`src/gw_config.svh`:
```
`ifndef GW_CONFIG_SVH
`define GW_CONFIG_SVH

// Configuration clients on the tag master
`define GW_NUM_CLIENTS 4
`define GW_CLIENT_W    2

// Tag payload and WAIT counter
`define GW_PAYLOAD_W   16
`define GW_WAIT_W      `GW_PAYLOAD_W

// Boot trace ROM
`define GW_ROM_ENTRIES 9
`define GW_ROM_ADDR_W  4

// Start bit, client id, data_not_reset, payload
`define GW_PKT_BITS    (1 + `GW_CLIENT_W + 1 + `GW_PAYLOAD_W)

`endif

```
`src/gw_pkg.sv`:
```
`default_nettype none

`include "gw_config.svh"

package gw_pkg;

  // Trace opcodes
  typedef enum logic [1:0]
  {
    OP_NOP  = 2'd0,
    OP_SEND = 2'd1,
    OP_WAIT = 2'd2,
    OP_DONE = 2'd3
  } tag_op_e;

  typedef logic [`GW_ROM_ADDR_W-1:0] rom_addr_t;

  // One trace entry, payload is the idle count for OP_WAIT
  typedef struct packed
  {
    tag_op_e                  op;
    logic [`GW_CLIENT_W-1:0]  client;
    logic                     data_not_reset;
    logic [`GW_PAYLOAD_W-1:0] payload;
  } trace_entry_s;

  // Per-client configuration line
  typedef struct packed
  {
    logic                     reset;
    logic [`GW_PAYLOAD_W-1:0] data;
  } tag_line_s;

  typedef enum logic [1:0]
  {
    S_FETCH,
    S_SHIFT,
    S_WAIT,
    S_EXT
  } replay_state_e;

  typedef enum logic
  {
    M_IDLE,
    M_SHIFT
  } master_state_e;

endpackage

`default_nettype wire

```
`src/gateway_top.sv`:
```
`timescale 1ns/1ns
`default_nettype none

`include "gw_config.svh"

module gateway_top (
  input  logic                                   clk_i,
  input  logic                                   rst_n_i,
  input  logic                                   ext_valid_i,
  input  gw_pkg::trace_entry_s                   ext_entry_i,
  output logic                                   ext_ready_o,
  output logic                                   tag_data_o,
  output logic                                   tag_en_o,
  output logic                                   done_o,
  output gw_pkg::tag_line_s [`GW_NUM_CLIENTS-1:0] clients_o
);
  import gw_pkg::*;

  rom_addr_t    rom_addr_lo;
  trace_entry_s rom_entry_lo;
  logic         tag_data_lo;
  logic         tag_en_lo;

  //////////////////////////////
  // Trace replay
  //////////////////////////////

  tag_trace_rom u_rom (
    .addr_i  (rom_addr_lo),
    .entry_o (rom_entry_lo)
  );

  tag_trace_replay u_replay (
    .clk_i       (clk_i),
    .rst_n_i     (rst_n_i),
    .rom_addr_o  (rom_addr_lo),
    .rom_entry_i (rom_entry_lo),
    .ext_valid_i (ext_valid_i),
    .ext_entry_i (ext_entry_i),
    .ext_ready_o (ext_ready_o),
    .tag_data_o  (tag_data_lo),
    .tag_en_o    (tag_en_lo),
    .done_o      (done_o)
  );

  // Serial tag lines out to the pads
  assign tag_data_o = tag_data_lo;
  assign tag_en_o   = tag_en_lo;

  //////////////////////////////
  // Tag master
  //////////////////////////////

  tag_master u_master (
    .clk_i      (clk_i),
    .rst_n_i    (rst_n_i),
    .tag_data_i (tag_data_lo),
    .tag_en_i   (tag_en_lo),
    .clients_o  (clients_o)
  );

endmodule

`default_nettype wire

```
`src/tag_master.sv`:
```
`timescale 1ns/1ns
`default_nettype none

`include "gw_config.svh"

module tag_master (
  input  logic                                   clk_i,
  input  logic                                   rst_n_i,
  input  logic                                   tag_data_i,
  input  logic                                   tag_en_i,
  output gw_pkg::tag_line_s [`GW_NUM_CLIENTS-1:0] clients_o
);
  import gw_pkg::*;

  master_state_e                    state_r;
  logic [`GW_PKT_BITS-3:0]          shift_r;
  logic [$clog2(`GW_PKT_BITS)-1:0]  cnt_r;
  tag_line_s [`GW_NUM_CLIENTS-1:0]  clients_r;

  logic [`GW_PKT_BITS-2:0]          pkt_w;
  logic [`GW_CLIENT_W-1:0]          client_w;
  logic                             dnr_w;
  logic [`GW_PAYLOAD_W-1:0]         payload_w;
  logic                             last_w;

  //////////////////////////////
  // Packet decode
  //////////////////////////////

  // Last bit joins the stored ones, first received in bit 0
  assign pkt_w     = {tag_data_i, shift_r};
  assign client_w  = pkt_w[`GW_CLIENT_W-1:0];
  assign dnr_w     = pkt_w[`GW_CLIENT_W];
  assign payload_w = pkt_w[`GW_PKT_BITS-2 -: `GW_PAYLOAD_W];

  assign last_w = (state_r == M_SHIFT) && tag_en_i && (cnt_r == `GW_PKT_BITS - 2);

  always_ff @(posedge clk_i or negedge rst_n_i)
  begin
    if (!rst_n_i)
    begin
      state_r <= M_IDLE;
      cnt_r   <= '0;
    end
    else
    begin
      case (state_r)
        M_IDLE:
        begin
          // Wait for start bit
          if (tag_en_i && tag_data_i)
          begin
            state_r <= M_SHIFT;
            cnt_r   <= '0;
          end
        end
        M_SHIFT:
        begin
          if (last_w)
          begin
            state_r <= M_IDLE;
          end
          else if (tag_en_i)
          begin
            cnt_r <= cnt_r + 1'b1;
          end
        end
        default:
        begin
          state_r <= M_IDLE;
        end
      endcase
    end
  end

  always_ff @(posedge clk_i)
  begin
    if (state_r == M_SHIFT && tag_en_i)
    begin
      shift_r <= {tag_data_i, shift_r[`GW_PKT_BITS-3:1]};
    end
  end

  //////////////////////////////
  // Client line bank
  //////////////////////////////

  always_ff @(posedge clk_i or negedge rst_n_i)
  begin
    if (!rst_n_i)
    begin
      for (int i = 0; i < `GW_NUM_CLIENTS; i++)
      begin
        clients_r[i] <= '{reset: 1'b1, data: '0};
      end
    end
    else if (last_w)
    begin
      if (dnr_w)
      begin
        clients_r[client_w] <= '{reset: 1'b0, data: payload_w};
      end
      else
      begin
        clients_r[client_w] <= '{reset: 1'b1, data: '0};
      end
    end
  end

  assign clients_o = clients_r;

endmodule

`default_nettype wire

```
`src/tag_trace_replay.sv`:
```
`timescale 1ns/1ns
`default_nettype none

`include "gw_config.svh"

module tag_trace_replay (
  input  logic                 clk_i,
  input  logic                 rst_n_i,
  output gw_pkg::rom_addr_t    rom_addr_o,
  input  gw_pkg::trace_entry_s rom_entry_i,
  input  logic                 ext_valid_i,
  input  gw_pkg::trace_entry_s ext_entry_i,
  output logic                 ext_ready_o,
  output logic                 tag_data_o,
  output logic                 tag_en_o,
  output logic                 done_o
);
  import gw_pkg::*;

  replay_state_e                   state_r;
  rom_addr_t                       addr_r;
  logic [`GW_PKT_BITS-2:0]         shift_r;
  logic [$clog2(`GW_PKT_BITS)-1:0] bit_cnt_r;
  logic [`GW_WAIT_W-1:0]           wait_cnt_r;
  logic                            done_r;
  logic                            tag_en_r;
  logic                            tag_data_r;

  trace_entry_s                    entry_w;
  logic                            take_w;
  logic [`GW_PKT_BITS-1:0]         pkt_w;
  replay_state_e                   home_w;

  //////////////////////////////
  // Entry selection
  //////////////////////////////

  // ROM before done, external port after
  assign entry_w = (state_r == S_EXT) ? ext_entry_i : rom_entry_i;

  assign ext_ready_o = done_r && (state_r == S_EXT);
  assign take_w      = (state_r == S_FETCH) || (ext_ready_o && ext_valid_i);

  // Sent LSB first, start bit in bit 0
  assign pkt_w = {entry_w.payload, entry_w.data_not_reset, entry_w.client, 1'b1};

  // Where to go once a SEND or WAIT finishes
  assign home_w = done_r ? S_EXT : S_FETCH;

  //////////////////////////////
  // Control FSM
  //////////////////////////////

  always_ff @(posedge clk_i or negedge rst_n_i)
  begin
    if (!rst_n_i)
    begin
      state_r    <= S_FETCH;
      addr_r     <= '0;
      bit_cnt_r  <= '0;
      wait_cnt_r <= '0;
      done_r     <= 1'b0;
      tag_en_r   <= 1'b0;
      tag_data_r <= 1'b0;
    end
    else
    begin
      case (state_r)
        S_FETCH, S_EXT:
        begin
          if (state_r == S_FETCH && rom_entry_i.op != OP_DONE)
          begin
            addr_r <= addr_r + 1'b1;
          end
          if (take_w)
          begin
            case (entry_w.op)
              OP_SEND:
              begin
                // Start bit goes out on this edge
                tag_en_r   <= 1'b1;
                tag_data_r <= pkt_w[0];
                bit_cnt_r  <= '0;
                state_r    <= S_SHIFT;
              end
              OP_WAIT:
              begin
                wait_cnt_r <= entry_w.payload;
                if (entry_w.payload != '0)
                begin
                  state_r <= S_WAIT;
                end
              end
              OP_DONE:
              begin
                // Also a plain NOP once already in S_EXT
                done_r  <= 1'b1;
                state_r <= S_EXT;
              end
              default:
              begin
                state_r <= state_r;
              end
            endcase
          end
        end

        S_SHIFT:
        begin
          if (bit_cnt_r == `GW_PKT_BITS - 1)
          begin
            tag_en_r   <= 1'b0;
            tag_data_r <= 1'b0;
            state_r    <= home_w;
          end
          else
          begin
            tag_data_r <= shift_r[0];
            bit_cnt_r  <= bit_cnt_r + 1'b1;
          end
        end

        S_WAIT:
        begin
          if (wait_cnt_r <= 1)
          begin
            state_r <= home_w;
          end
          else
          begin
            wait_cnt_r <= wait_cnt_r - 1'b1;
          end
        end

        default:
        begin
          state_r <= S_FETCH;
        end
      endcase
    end
  end

  // Bits still to send after the start bit
  always_ff @(posedge clk_i)
  begin
    if ((state_r == S_FETCH || state_r == S_EXT) && take_w && entry_w.op == OP_SEND)
    begin
      shift_r <= pkt_w[`GW_PKT_BITS-1:1];
    end
    else if (state_r == S_SHIFT)
    begin
      shift_r <= shift_r >> 1;
    end
  end

  assign rom_addr_o = addr_r;
  assign tag_en_o   = tag_en_r;
  assign tag_data_o = tag_data_r;
  assign done_o     = done_r;

endmodule

`default_nettype wire

```
`src/tag_trace_rom.sv`:
```
`timescale 1ns/1ns
`default_nettype none

`include "gw_config.svh"

module tag_trace_rom (
  input  gw_pkg::rom_addr_t    addr_i,
  output gw_pkg::trace_entry_s entry_o
);
  import gw_pkg::*;

  function automatic trace_entry_s make_entry(
    input tag_op_e                  op,
    input logic [`GW_CLIENT_W-1:0]  client,
    input logic                     dnr,
    input logic [`GW_PAYLOAD_W-1:0] payload
  );
    return '{op: op, client: client, data_not_reset: dnr, payload: payload};
  endfunction

  //////////////////////////////
  // Boot trace
  //////////////////////////////

  always_comb
  begin
    case (addr_i)
      // Put every client into reset
      rom_addr_t'(0): entry_o = make_entry(OP_SEND, 2'd0, 1'b0, 16'h0000);
      rom_addr_t'(1): entry_o = make_entry(OP_SEND, 2'd1, 1'b0, 16'h0000);
      rom_addr_t'(2): entry_o = make_entry(OP_SEND, 2'd2, 1'b0, 16'h0000);
      rom_addr_t'(3): entry_o = make_entry(OP_SEND, 2'd3, 1'b0, 16'h0000);
      // Let the clients settle
      rom_addr_t'(4): entry_o = make_entry(OP_WAIT, 2'd0, 1'b0, 16'd5);
      // Release with initial values
      rom_addr_t'(5): entry_o = make_entry(OP_SEND, 2'd0, 1'b1, 16'h1111);
      rom_addr_t'(6): entry_o = make_entry(OP_SEND, 2'd1, 1'b1, 16'h2222);
      rom_addr_t'(7): entry_o = make_entry(OP_SEND, 2'd2, 1'b1, 16'h3333);
      rom_addr_t'(8): entry_o = make_entry(OP_SEND, 2'd3, 1'b1, 16'h4444);
      default:        entry_o = make_entry(OP_DONE, '0, 1'b0, '0);
    endcase
  end

endmodule

`default_nettype wire
```
`config.mk`:
```
export PLATFORM = sky130hd
export DESIGN_NAME = gateway_top
export DESIGN_NICKNAME = d
export VERILOG_FILES = /design/src/gw_pkg.sv /design/src/gateway_top.sv /design/src/tag_master.sv /design/src/tag_trace_replay.sv /design/src/tag_trace_rom.sv
export VERILOG_INCLUDE_DIRS = /design/src
export SDC_FILE = /design/constraint.sdc
export NUM_CORES = 1
export LEC_CHECK = 0
export BUFFER_PORTS_ARGS = -buffer_cell sky130_fd_sc_hd__buf_2
export CORE_ASPECT_RATIO = 1.2
export CORE_MARGIN = 4
export CORE_UTILIZATION = 45
export DETAILED_ROUTE_END_ITERATION = 7
export PLACE_DENSITY = 0.65
export SYNTH_ARGS = -nofsm -noshare
export SYNTH_HDL_FRONTEND = slang
export SYNTH_SLANG_ARGS = --single-unit
export TNS_END_PERCENT = 1
```
`constraint.sdc`:
```
create_clock -name clk_i -period 6.28 [get_ports clk_i]
set_clock_uncertainty 0.05 [all_clocks]
set_input_delay 0.628 -clock clk_i [delete_from_list [all_inputs] [get_ports clk_i]]
set_output_delay 0.628 -clock clk_i [all_outputs]
set_load 0.05 [all_outputs]
```
==> impl_summary.txt, run 1 <==
----------------------------------------------------
[STA]
  Final hold vios ... 0
  Count of final max-slew check failures ... 0
  Worst rel slew slack ... 0.284
  Count of final setup violators ... 0
  Period utilization ... 0.471
  Worst slew pin tran ... between 1 and 1.5 ns
  Worst Slack Setup Final ... 3.32 ns
  Maximum clock rate ... roughly 0.34 GHz
  Minimum clock period after layout ... 2.96 ns
  Setup total negative slack ... 0 ns
  Setup repair after global routing missed its margin ... false
  Worst-case hold slack ... 0.158 ns

[Global route]
  Overflow left after global routing ... 0
  Antenna violations before repair ... 0
  Maximum number of pins on one net before global-route repair ... 57
  First-pass GRT wire length ... ~24,000 um
  Total routing resource utilization after global routing ... 0.184
  Number of global-route vias before repair ... roughly 4,800

[Synth]
  Share of Yosys cell area claimed by the top area cell type ... 0.392
  Post-synthesis cell count ... between 600 and 700
  Post-Syn Area per Cell ... between 10 and 15 um^2
  Number of distinct library cells after synthesis ... 62
  Primary FF master, synth ... dfrtp_1
  Cell area after synthesis ... approximately 6400 um^2
  Portion of the post-synthesis area used by sequential elements ... 0.582
  Yosys warnings ... 0
  Post-synth net total ... approximately 660
  Synth area leaders ... dfrtp_1 (39%), edfxtp_1 (17%), o21ai_0 (7.5%), nand2_1 (6.3%), ha_1 (2.5%)
  Post-synthesis async set-or-reset flop share ... 0.738
  Count of flip-flops with a built-in enable after synthesis ... 37
  Number of synthesized register bits ... ~140
  Cell type with the highest aggregate area in the netlist ... dfrtp_1

[Finish]
  Antenna Diode Count ... 0
  Final std cells w/o fill ... 886
  Share of layout cells above drive strength 1 ... 0.203
  Number of fill cells in the layout ... between 1,000 and 1,500
  Layout area overhead ... 18.6%
  Finished layout cell area ... 7580 um^2
  Net count of the finished layout ... between 700 and 800
  Commonest cells after routing, fill and taps aside ... nand2_1 (108), dfrtp_1 (100), o21ai_0 (96), buf_2 (94), edfxtp_1 (37)
  Most common cell after layout, fill and taps aside ... nand2_1
  Layout Utilization ... 0.546

[Placed design]
  Worst slack after detailed placement ... roughly 3.3 ns
  Dpl hpwl ... slightly above 10,000 um
  Count of placed standard cells including taps ... roughly 850
  Last weighted congestion value of the routability-driven placer ... slightly above 0.8
  Placed Instance Area ... 6950 um^2
  Port Buffers ... 95

[Critical path]
  Count of buffering cells on the critical path with inverters included ... 0
  List of cells traversed by the critical path ... and2_1 -> and4_1 -> nand3_1 -> o21ai_0
  Critical Path Start Type ... flop
  Cell family with most CP delay ... simple AND/OR/NAND/NOR gates
  Worst path max stage delay ... 0.75 ns
  Highest fanout seen on the critical path ... 34
  Endpoint arrival time on the critical path ... 3.21 ns
  Crit path max-delay cell type ... nand3_1
  CP Data Required Time ... ~6.5 ns
  Worst Path Class, Setup ... flop to flop
  Kind of capture point of the worst setup path ... flop

[Power and ir drop]
  PD cells ... 267 nW/um^2
  Leakage power total ... 3.35 nW
  Power Total ... approximately 2.0 mW
  Maximum vdd ir drop ... 0.128 mV

[Drt]
  Antenna Nets Post-Route ... 0
  Post-route DRC ... 0
  Number of design-rule violations left by the first detailed-router iteration ... 376
  Pre-antenna DRT Iters ... 5
  Count of vias placed by the detailed router ... between 4,000 and 5,000
  Post-DR wirelength/cell ... 16.2 um
  Vias per Instance ... 5.58
  Wirelength, routed ... around 14,000 um

[Status]
  Run status ... finished clean

[Floorplanning]
  Ports placed on the boundary ... 96
  Num rows ... between 40 and 50
  Width of the chip ... roughly 120 um
  Core area ... about 14,000 um^2
  Vertical die dimension ... ~140 um
  Initial Util ... 0.461
  Area enclosed by the die boundary ... about 16,000 um^2

[Clock network]
  Clock Pin Slew Worst Setup and Hold Paths ... approximately 0.060 ns
  Sinks on Clock Net ... 141
  Maximum buffer depth of the clock tree ... 2
  Number of buffers inserted to repair setup after CTS ... 0
  Post-CTS Hold Buffers ... 0
  CTS tree ... done
  Root buffer cell ... clkbuf_16
  Clock Latency Late Sink ... about 0.42 ns
  Number of clock buffers inserted by TritonCTS ... 17
  Post-CTS sizing ... 0
  Number of levels the H-tree was split into ... 4

[Job]
  Number of max-capacitance violations reported ... 0

[Hold path]
  Kind of path behind the tightest hold check ... input port to asynchronous set/reset pin

----------------------------------------------------
-- cell type report --
| class | count | area (um^2) | area share |
|---|---|---|---|
| clock buffers | 23 | 512 | 0.0675 |
| clock inverters | 9 | 118 | 0.0155 |
| inverters | 15 | 56.3 | 0.00743 |
| multi-input cells | 428 | 2450 | 0.324 |
| flip-flops and latches | 141 | 3720 | 0.491 |
| well taps | 171 | 214 | 0.0282 |
| repair buffers | 99 | 508 | 0.0670 |
-- kinds of logic (layout without fill, tap and decap cells) --
group	Yosys count	in the layout	share of synthesized area
AOI/OAI and AO/OA	177	177	0.166
and+or+nand+nor	224	224	0.170
muxes	11	11	0.0182
DFF	141	141	0.582
buffers and inverters	51	146	0.0345
xor gates and xnor gates	3	3	0.00411
adders and majority gates	13	13	0.0255
-- routing by layer --
| metal | vias to the layer above | GRT usage | routed length, um |
|---|---|---|---|
| met1 | 2376 | 0.254 | 6560 |
| met3 | 17 | 0.0410 | 739 |
| li1 | 2406 | - | - |
| met4 | 0 | 0.0568 | 201 |
| met5 | - | 0 | 0 |
| met2 | 143 | 0.290 | 6890 |
-- worst register-to-register path: stages (launching register included) --
cell	delay [ns]
dfrtp_1	0.49
and2_1	0.70
and4_1	0.39
nand3_1	0.75
o21ai_0	0.46
-- sequential cells by signal, indices dropped and copies added (netlist names) --
name	count
u_master.clients_o	68
u_replay.shift_r	19
u_master.shift_r	18
u_replay.wait_cnt_r	16
u_master.cnt_r	5
u_replay.bit_cnt_r	5
u_replay.rom_addr_o	4
u_replay.state_r	2
u_master.state_r	1
u_replay.done_o	1
u_replay.tag_data_o	1
u_replay.tag_en_o	1
-- synth_stat cells, types with 7 or more instances --
| cell type | n |
|---|---|
| nand2_1 | 108 |
| dfrtp_1 | 100 |
| o21ai_0 | 96 |
| edfxtp_1 | 37 |
| nor2_1 | 31 |
| a21oi_1 | 23 |
| clkbuf_1 | 23 |
| nand3_1 | 19 |
| inv_1 | 14 |
| nor4_1 | 14 |
| ha_1 | 13 |
| a211o_1 | 8 |
| a221o_1 | 8 |
| buf_2 | 8 |
| o21ai_1 | 8 |
| nand2b_1 | 7 |
| o31ai_1 | 7 |
-- path summary, 6_finish.rpt --
path / start / end / slack [ns] / depth (start not counted)
max in group asynchronous: rst_n_i / u_replay.wait_cnt_r[3]$_DFFE_PN0P_ / 4.86 / 2
worst min-delay path: rst_n_i / u_master.clients_o[22]$_DFFE_PN0P_ / 0.16 / 1
worst max register to register: u_replay.tag_en_o$_DFFE_PN0P_ / u_master.clients_o[61]$_DFFE_PN0P_ / 3.32 / 4
worst max-delay path: u_replay.tag_en_o$_DFFE_PN0P_ / u_master.clients_o[61]$_DFFE_PN0P_ / 3.32 / 4
min in group clk_i: u_master.shift_r[17]$_DFFE_PP_ / u_master.shift_r[16]$_DFFE_PP_ / 0.40 / 0
worst min register to register: u_master.shift_r[17]$_DFFE_PP_ / u_master.shift_r[16]$_DFFE_PP_ / 0.40 / 0
-- where the power goes --
| group | internal (mW) | total (mW) | switching, mW |
|---|---|---|---|
| registers | 0.938 | 0.938 | 0 |
| logic | 0.00995 | 0.0337 | 0.0237 |
| clock network | 0.662 | 1.05 | 0.392 |
| total | 1.61 | 2.03 | 0.416 |
Power figures use the tool's default switching activity.
==> run 2, diff against run 1 <==
--- a/config.mk
+++ b/config.mk
@@ -11,7 +11,7 @@
 export CORE_MARGIN = 4
 export CORE_UTILIZATION = 45
 export DETAILED_ROUTE_END_ITERATION = 7
-export PLACE_DENSITY = 0.65
+export PLACE_DENSITY = 0.68
 export SYNTH_ARGS = -nofsm -noshare
 export SYNTH_HDL_FRONTEND = slang
 export SYNTH_SLANG_ARGS = --single-unit
==> constraint.sdc (replaced) <==
create_clock -name clk_i -period 2.6 [get_ports clk_i]
set_clock_uncertainty 0.05 [all_clocks]
set_input_delay 0.26 -clock clk_i [delete_from_list [all_inputs] [get_ports clk_i]]
set_output_delay 0.26 -clock clk_i [all_outputs]
set_load 0.05 [all_outputs]
==> run 2 against run 1 <==
Against the previous run: combinational power rose to 2.6 times the previous value; first-iteration DRC count is 38% higher; non-clock buffer count up 16; sequential power up 140%; utilization rose by 1.3 points.
==> impl_summary.txt, run 2 (same netlist as run 1, synthesis figures left out) <==
----------------------------------------------------
[Status]
  Run status ... finished clean

[Clock network]
  Sinks on Clock Net ... approximately 140
  Maximum buffer depth of the clock tree ... 2
  Clock Latency Late Sink ... slightly above 0.4 ns
  Number of buffers inserted to repair setup after CTS ... 0
  Clock Pin Slew Worst Setup and Hold Paths ... ~0.06 ns
  Number of clock buffers inserted by TritonCTS ... 17
  Root buffer cell ... clkbuf_16
  Number of levels the H-tree was split into ... 4
  CTS tree ... done

[Global route]
  Number of global-route vias before repair ... 4,902
  Antenna violations before repair ... 0
  Total routing resource utilization after global routing ... 0.186
  First-pass GRT wire length ... 24,200 um
  Maximum number of pins on one net before global-route repair ... 55
  Overflow left after global routing ... 0

[Critical path]
  Kind of capture point of the worst setup path ... flop
  Cell family with most CP delay ... simple AND/OR/NAND/NOR gates
  Worst Path Class, Setup ... flop to flop
  Cell seen most often among critical-path stages ... buf_12
  CP Data Required Time ... approximately 2.7 ns
  Highest fanout seen on the critical path ... 35
  Worst path max stage delay ... ~0.41 ns
  Endpoint arrival time on the critical path ... 2.50 ns
  Count of buffering cells on the critical path with inverters included ... 3
  Crit path max-delay cell type ... dfrtp_1
  Critical Path Start Type ... flop
  List of cells traversed by the critical path ... inv_1 -> ha_1 -> and4bb_1 -> or2_1 -> nor4_4 -> buf_12 -> or2_2 -> buf_12

[Floorplanning]
  Area enclosed by the die boundary ... approximately 16,000 um^2
  Core area ... around 14,000 um^2
  Ports placed on the boundary ... 96
  Vertical die dimension ... around 140 um
  Width of the chip ... about 120 um
  Num rows ... between 40 and 50
  Initial Util ... 0.461

[STA]
  Worst rel slew slack ... 0.546
  Setup repair after global routing missed its margin ... false
  Setup total negative slack ... 0 ns
  Minimum clock period after layout ... about 2.4 ns
  Worst Slack Setup Final ... ~0.17 ns
  Final hold vios ... 0
  Period utilization ... 0.934
  Worst slew pin tran ... 0.681 ns
  Maximum clock rate ... a little over 0.4 GHz
  Count of final setup violators ... 0
  Count of final max-slew check failures ... 0

[Drt]
  Number of design-rule violations left by the first detailed-router iteration ... ~520
  Antenna Nets Post-Route ... 0
  Count of vias placed by the detailed router ... around 5,100
  Wirelength, routed ... ~15,000 um
  Post-DR wirelength/cell ... approximately 16 um
  Vias per Instance ... approximately 5.6
  Pre-antenna DRT Iters ... 6
  Post-route DRC ... 0

[Finish]
  Flip-flop count of the largest register after layout ... 68
  Net count of the finished layout ... between 700 and 800
  Number of fill cells in the layout ... 1,208
  Share of layout cells above drive strength 1 ... 0.226
  Most common cell after layout, fill and taps aside ... nand2_1
  Layout area overhead ... 21.4%
  Antenna Diode Count ... 0
  Commonest cells after routing, fill and taps aside ... nand2_1 (108), dfrtp_1 (100), o21ai_0 (96), buf_2 (94), edfxtp_1 (37)

[Power and ir drop]
  PD cells ... 619 nW/um^2
  Maximum vdd ir drop ... 0.309 mV
  Leakage power total ... ~3.4 nW

[Placed design]
  Port Buffers ... 95
  Worst slack after detailed placement ... 0.0881 ns
  Last weighted congestion value of the routability-driven placer ... 0.897
  Dpl hpwl ... around 10,000 um

[Job]
  Number of max-capacitance violations reported ... 0

[Hold path]
  Kind of path behind the tightest hold check ... input port to flop

----------------------------------------------------
## run 2: area by class of cell
| class | instances | area [um^2] | area share |
|---|---|---|---|
| clock buffer | 18 | 450 | 0.0581 |
| clock inverter | 14 | 155 | 0.0200 |
| inverter | 15 | 56.3 | 0.00726 |
| multi-input combinational | 428 | 2470 | 0.318 |
| sequential | 141 | 3720 | 0.479 |
| tap | 171 | 214 | 0.0276 |
| timing repair buffer | 115 | 693 | 0.0894 |
## run 2: worst register-to-register path, stage by stage (launching register included)
cell	delay [ns]
dfrtp_1	0.41
inv_1	0.12
ha_1	0.25
and4bb_1	0.27
or2_1	0.29
nor4_4	0.21
buf_12	0.22
or2_2	0.16
buf_12	0.16
## run 2: worst paths after layout
| kind | slack (ns) | to | from | cells after the start |
|---|---|---|---|---|
| max in group asynchronous | 1.39 | u_master.clients_o[33]$_DFFE_PN1P_ | rst_n_i | 3 |
| hold reg to reg | 0.40 | u_master.shift_r[13]$_DFFE_PP_ | u_master.shift_r[14]$_DFFE_PP_ | 0 |
| min in group asynchronous | 0.36 | u_master.clients_o[5]$_DFFE_PN0P_ | rst_n_i | 2 |
| hold / removal | 0.15 | u_replay.shift_r[14]$_DFFE_PP_ | ext_entry_i[11] | 3 |
| setup reg to reg | 0.17 | u_replay.shift_r[1]$_DFFE_PP_ | u_replay.rom_addr_o[0]$_DFFE_PN0P_ | 8 |
| setup / recovery | 0.17 | u_replay.shift_r[1]$_DFFE_PP_ | u_replay.rom_addr_o[0]$_DFFE_PN0P_ | 8 |
## run 2: report_power, final
part | switching, mW | internal, mW
Combinational | 0.0583 | 0.0291
Clock | 0.964 | 1.48
Sequential | 0 | 2.26
## run 2: per-stage QoR
step                      hold WS [ns]  instances   util  cell area, um^2  total power, mW
final                            0.149        902  0.559             7760             4.80
after global routing             0.144        902  0.559             7760             4.98
after CTS                        0.124        902  0.558             7740             4.86
after detailed placement         0.290        869  0.513             7130             2.39
after global placement           0.279        869  0.513             7130             2.39
after floorplan                -0.0856        620      -             6390             2.33
## run 2: per-layer routing
metal / track usage / share of wire / routed length [um]
met1: 0.255 / 0.45 / 6570
met2: 0.290 / 0.47 / 6820
met3: 0.0463 / 0.060 / 881
met4: 0.0604 / 0.020 / 289
met5: 0 / 0 / 0
## run 2: timing repair
item                                    CTS  global route
resized for setup                         0             5
hold buffers                              1             0
endpoints found under the setup margin    0            43
hold endpoints to repair                 50             0
==> run 3, diff against run 2 <==
--- a/config.mk
+++ b/config.mk
@@ -10,6 +10,7 @@
 export CORE_ASPECT_RATIO = 1.2
 export CORE_MARGIN = 4
 export CORE_UTILIZATION = 45
+export CTS_BUF_LIST = sky130_fd_sc_hd__clkbuf_2 sky130_fd_sc_hd__clkbuf_4 sky130_fd_sc_hd__clkbuf_8
 export DETAILED_ROUTE_END_ITERATION = 7
 export PLACE_DENSITY = 0.68
 export SYNTH_ARGS = -nofsm -noshare
==> run 3 against run 2 <==
Against the previous run: final cell count rose by 0.67%; final area is 1.5% lower; clock power down 24%; clock-buffer cell count fell by 1; critical path depth is 1 lower; flip-flop and latch count did not move; register-to-register slack got worse by 0.07 ns; total power fell by 13%; non-clock buffer count rose by 5; sequential share of layout area up 0.76 points; routed wire length grew 2.6%.
==> impl_summary.txt, run 3 (same netlist as run 1, synthesis figures left out) <==
----------------------------------------------------
[Status]
  Run status ... finished clean

[Global route]
  First-pass GRT wire length ... roughly 24,000 um
  Number of global-route vias before repair ... between 4,000 and 5,000
  Maximum number of pins on one net before global-route repair ... 55
  Overflow left after global routing ... 0
  Total routing resource utilization after global routing ... 0.184
  Antenna violations before repair ... 0

[Critical path]
  CP Data Required Time ... between 2 and 3 ns
  Count of buffering cells on the critical path with inverters included ... 2
  Crit path max-delay cell type ... dfrtp_1
  Worst r2r dst ... u_replay.shift_r[6]$_DFFE_PP_
  Endpoint arrival time on the critical path ... between 2 and 3 ns
  Critical R2R Launch ... u_replay.state_r[1]$_DFFE_PN0P_
  Worst Path Class, Setup ... flop to flop
  Slack of the worst reg-to-reg path ... between 0.1 and 0.15 ns
  Kind of capture point of the worst setup path ... flop
  Critical Path Start Type ... flop
  Cell seen most often among critical-path stages ... buf_12
  Highest fanout seen on the critical path ... 19
  Cell family with most CP delay ... simple AND/OR/NAND/NOR gates
  Worst path max stage delay ... between 0.4 and 0.5 ns
  List of cells traversed by the critical path ... ha_1 -> and4bb_1 -> or2_1 -> nor4_4 -> buf_12 -> or2_2 -> buf_12
  Worst R2R Path Depth ... 7

[Clock network]
  Number of clock buffers inserted by TritonCTS ... 17
  Number of levels the H-tree was split into ... 4
  Maximum buffer depth of the clock tree ... 2
  Root buffer cell ... clkbuf_8
  Clock Latency Late Sink ... about 0.44 ns
  CTS tree ... done
  Sinks on Clock Net ... 141
  Clock Pin Slew Worst Setup and Hold Paths ... ~0.08 ns

[Drt]
  Vias per Instance ... ~5.6
  Wirelength, routed ... roughly 15,000 um
  Number of design-rule violations left by the first detailed-router iteration ... 545
  Post-route DRC ... 0
  Antenna Nets Post-Route ... 0
  Pre-antenna DRT Iters ... 4
  Count of vias placed by the detailed router ... slightly above 5,000
  Post-DR wirelength/cell ... about 16 um

[Placed design]
  Port Buffers ... 95
  Dpl hpwl ... approximately 10,000 um
  Placed Instance Area ... 7130 um^2
  Count of placed standard cells including taps ... between 800 and 900
  Last weighted congestion value of the routability-driven placer ... 0.897

[STA]
  Maximum clock rate ... about 0.40 GHz
  Period utilization ... 0.961
  Worst slew pin tran ... ~0.69 ns
  Minimum clock period after layout ... about 2.5 ns
  Worst-case hold slack ... approximately 0.12 ns
  Count of final max-slew check failures ... 0
  Count of final setup violators ... 0
  Setup total negative slack ... 0 ns
  Worst rel slew slack ... 0.538
  Final hold vios ... 0
  Setup repair after global routing missed its margin ... true

[Floorplanning]
  Vertical die dimension ... ~140 um
  Ports placed on the boundary ... 96
  Core area ... 13,900 um^2
  Num rows ... 47
  Width of the chip ... approximately 120 um
  Initial Util ... 0.461
  Area enclosed by the die boundary ... 16,200 um^2

[Power and ir drop]
  PD cells ... between 500 and 600 nW/um^2
  Power Total ... roughly 4.2 mW
  Leakage power total ... between 3 and 4 nW
  Maximum vdd ir drop ... between 0.2 and 0.3 mV

[Hold path]
  Kind of path behind the tightest hold check ... input port to flop
  Launch point of the worst hold path ... ext_entry_i[7]
  Cell count of the worst hold path ... 3
  Capture endpoint of the worst hold path ... u_replay.shift_r[10]$_DFFE_PP_

[Finish]
  Layout area overhead ... 19.5%
  Finished layout cell area ... ~7600 um^2
  Flip-flop count of the largest register after layout ... between 60 and 70
  Commonest cells after routing, fill and taps aside ... nand2_1 (108), dfrtp_1 (99), o21ai_0 (96), buf_2 (94), edfxtp_1 (37)
  Share of layout cells above drive strength 1 ... 0.233
  Most common cell after layout, fill and taps aside ... nand2_1
  Final std cells w/o fill ... between 900 and 1,000
  Net count of the finished layout ... approximately 760
  Antenna Diode Count ... 0

[Job]
  Number of max-capacitance violations reported ... 0

----------------------------------------------------
run 3: cell types whose count changed in the layout (fill, tap and decap cells not counted), sizes merged:
cell,previous run,this run
buf,114,118
bufinv,2,3
a41o,2,3
run 3: worst max path at each step:
stage / slack [ns] / endpoint / depth (start not counted) / start
2_1_floorplan: -0.05 / u_master.clients_o[3]$_DFFE_PN0P_ / 8 / u_replay.tag_en_o$_DFFE_PN0P_
3_3_place_gp: 0.18 / u_replay.wait_cnt_r[13]$_DFFE_PN0P_ / 7 / u_replay.state_r[1]$_DFFE_PN0P_
3_5_place_dp: 0.09 / u_replay.wait_cnt_r[13]$_DFFE_PN0P_ / 7 / u_replay.state_r[1]$_DFFE_PN0P_
4_1_cts: 0.08 / u_replay.wait_cnt_r[13]$_DFFE_PN0P_ / 7 / u_replay.state_r[1]$_DFFE_PN0P_
5_1_grt: -0.007 / u_replay.state_r[1]$_DFFE_PN0P_ / 8 / u_replay.state_r[1]$_DFFE_PN0P_
6_report: 0.10 / u_replay.shift_r[6]$_DFFE_PP_ / 7 / u_replay.state_r[1]$_DFFE_PN0P_
run 3: routing by layer:
layer,track usage,up-vias,wire length (um)
met4,0.0676,0,221
met3,0.0402,24,880
met2,0.288,184,7080
li1,-,2448,-
met1,0.252,2445,6770
met5,0,-,0
run 3: cell type report:
| class | count | area, um^2 |
|---|---|---|
| Clock buffer | 17 | 234 |
| Multi-Input combinational cell | 429 | 2480 |
| Timing Repair Buffer | 120 | 748 |
| Sequential cell | 141 | 3720 |
| Tap cell | 171 | 214 |
| Inverter | 15 | 56.3 |
| Clock inverter | 15 | 185 |
| Fill cell | 1224 | 6240 |
run 3: what timing repair did:
action / 4_1_cts / 5_1_grt
hold buffers: 1 / 0
endpoints found under the setup margin: 0 / 39
buffers inserted: 0 / 4
endpoints found under the hold margin: 50 / 0
resized for setup: 0 / 6
run 3: through the flow:
stage          setup slack, ns  utilization
2_1_floorplan          -0.0522            -
3_3_place_gp             0.181        0.513
3_5_place_dp            0.0881        0.513
4_1_cts                 0.0759        0.544
5_1_grt               -0.00702        0.550
6_report                 0.102        0.550
run 3: worst register-to-register path, stage by stage (launching register included):
cell and delay [ns]:
dfrtp_1 0.41, ha_1 0.32, and4bb_1 0.27, or2_1 0.28, nor4_4 0.37, buf_12 0.19, or2_2 0.15, buf_12 0.16
run 3: power breakdown:
part	switching, mW	leakage (nW)	internal, mW	total, mW
combinational	0.0588	1.46	0.0291	0.0878
sequential	0	1.71	2.26	2.26
clock	0.886	0.209	0.964	1.85
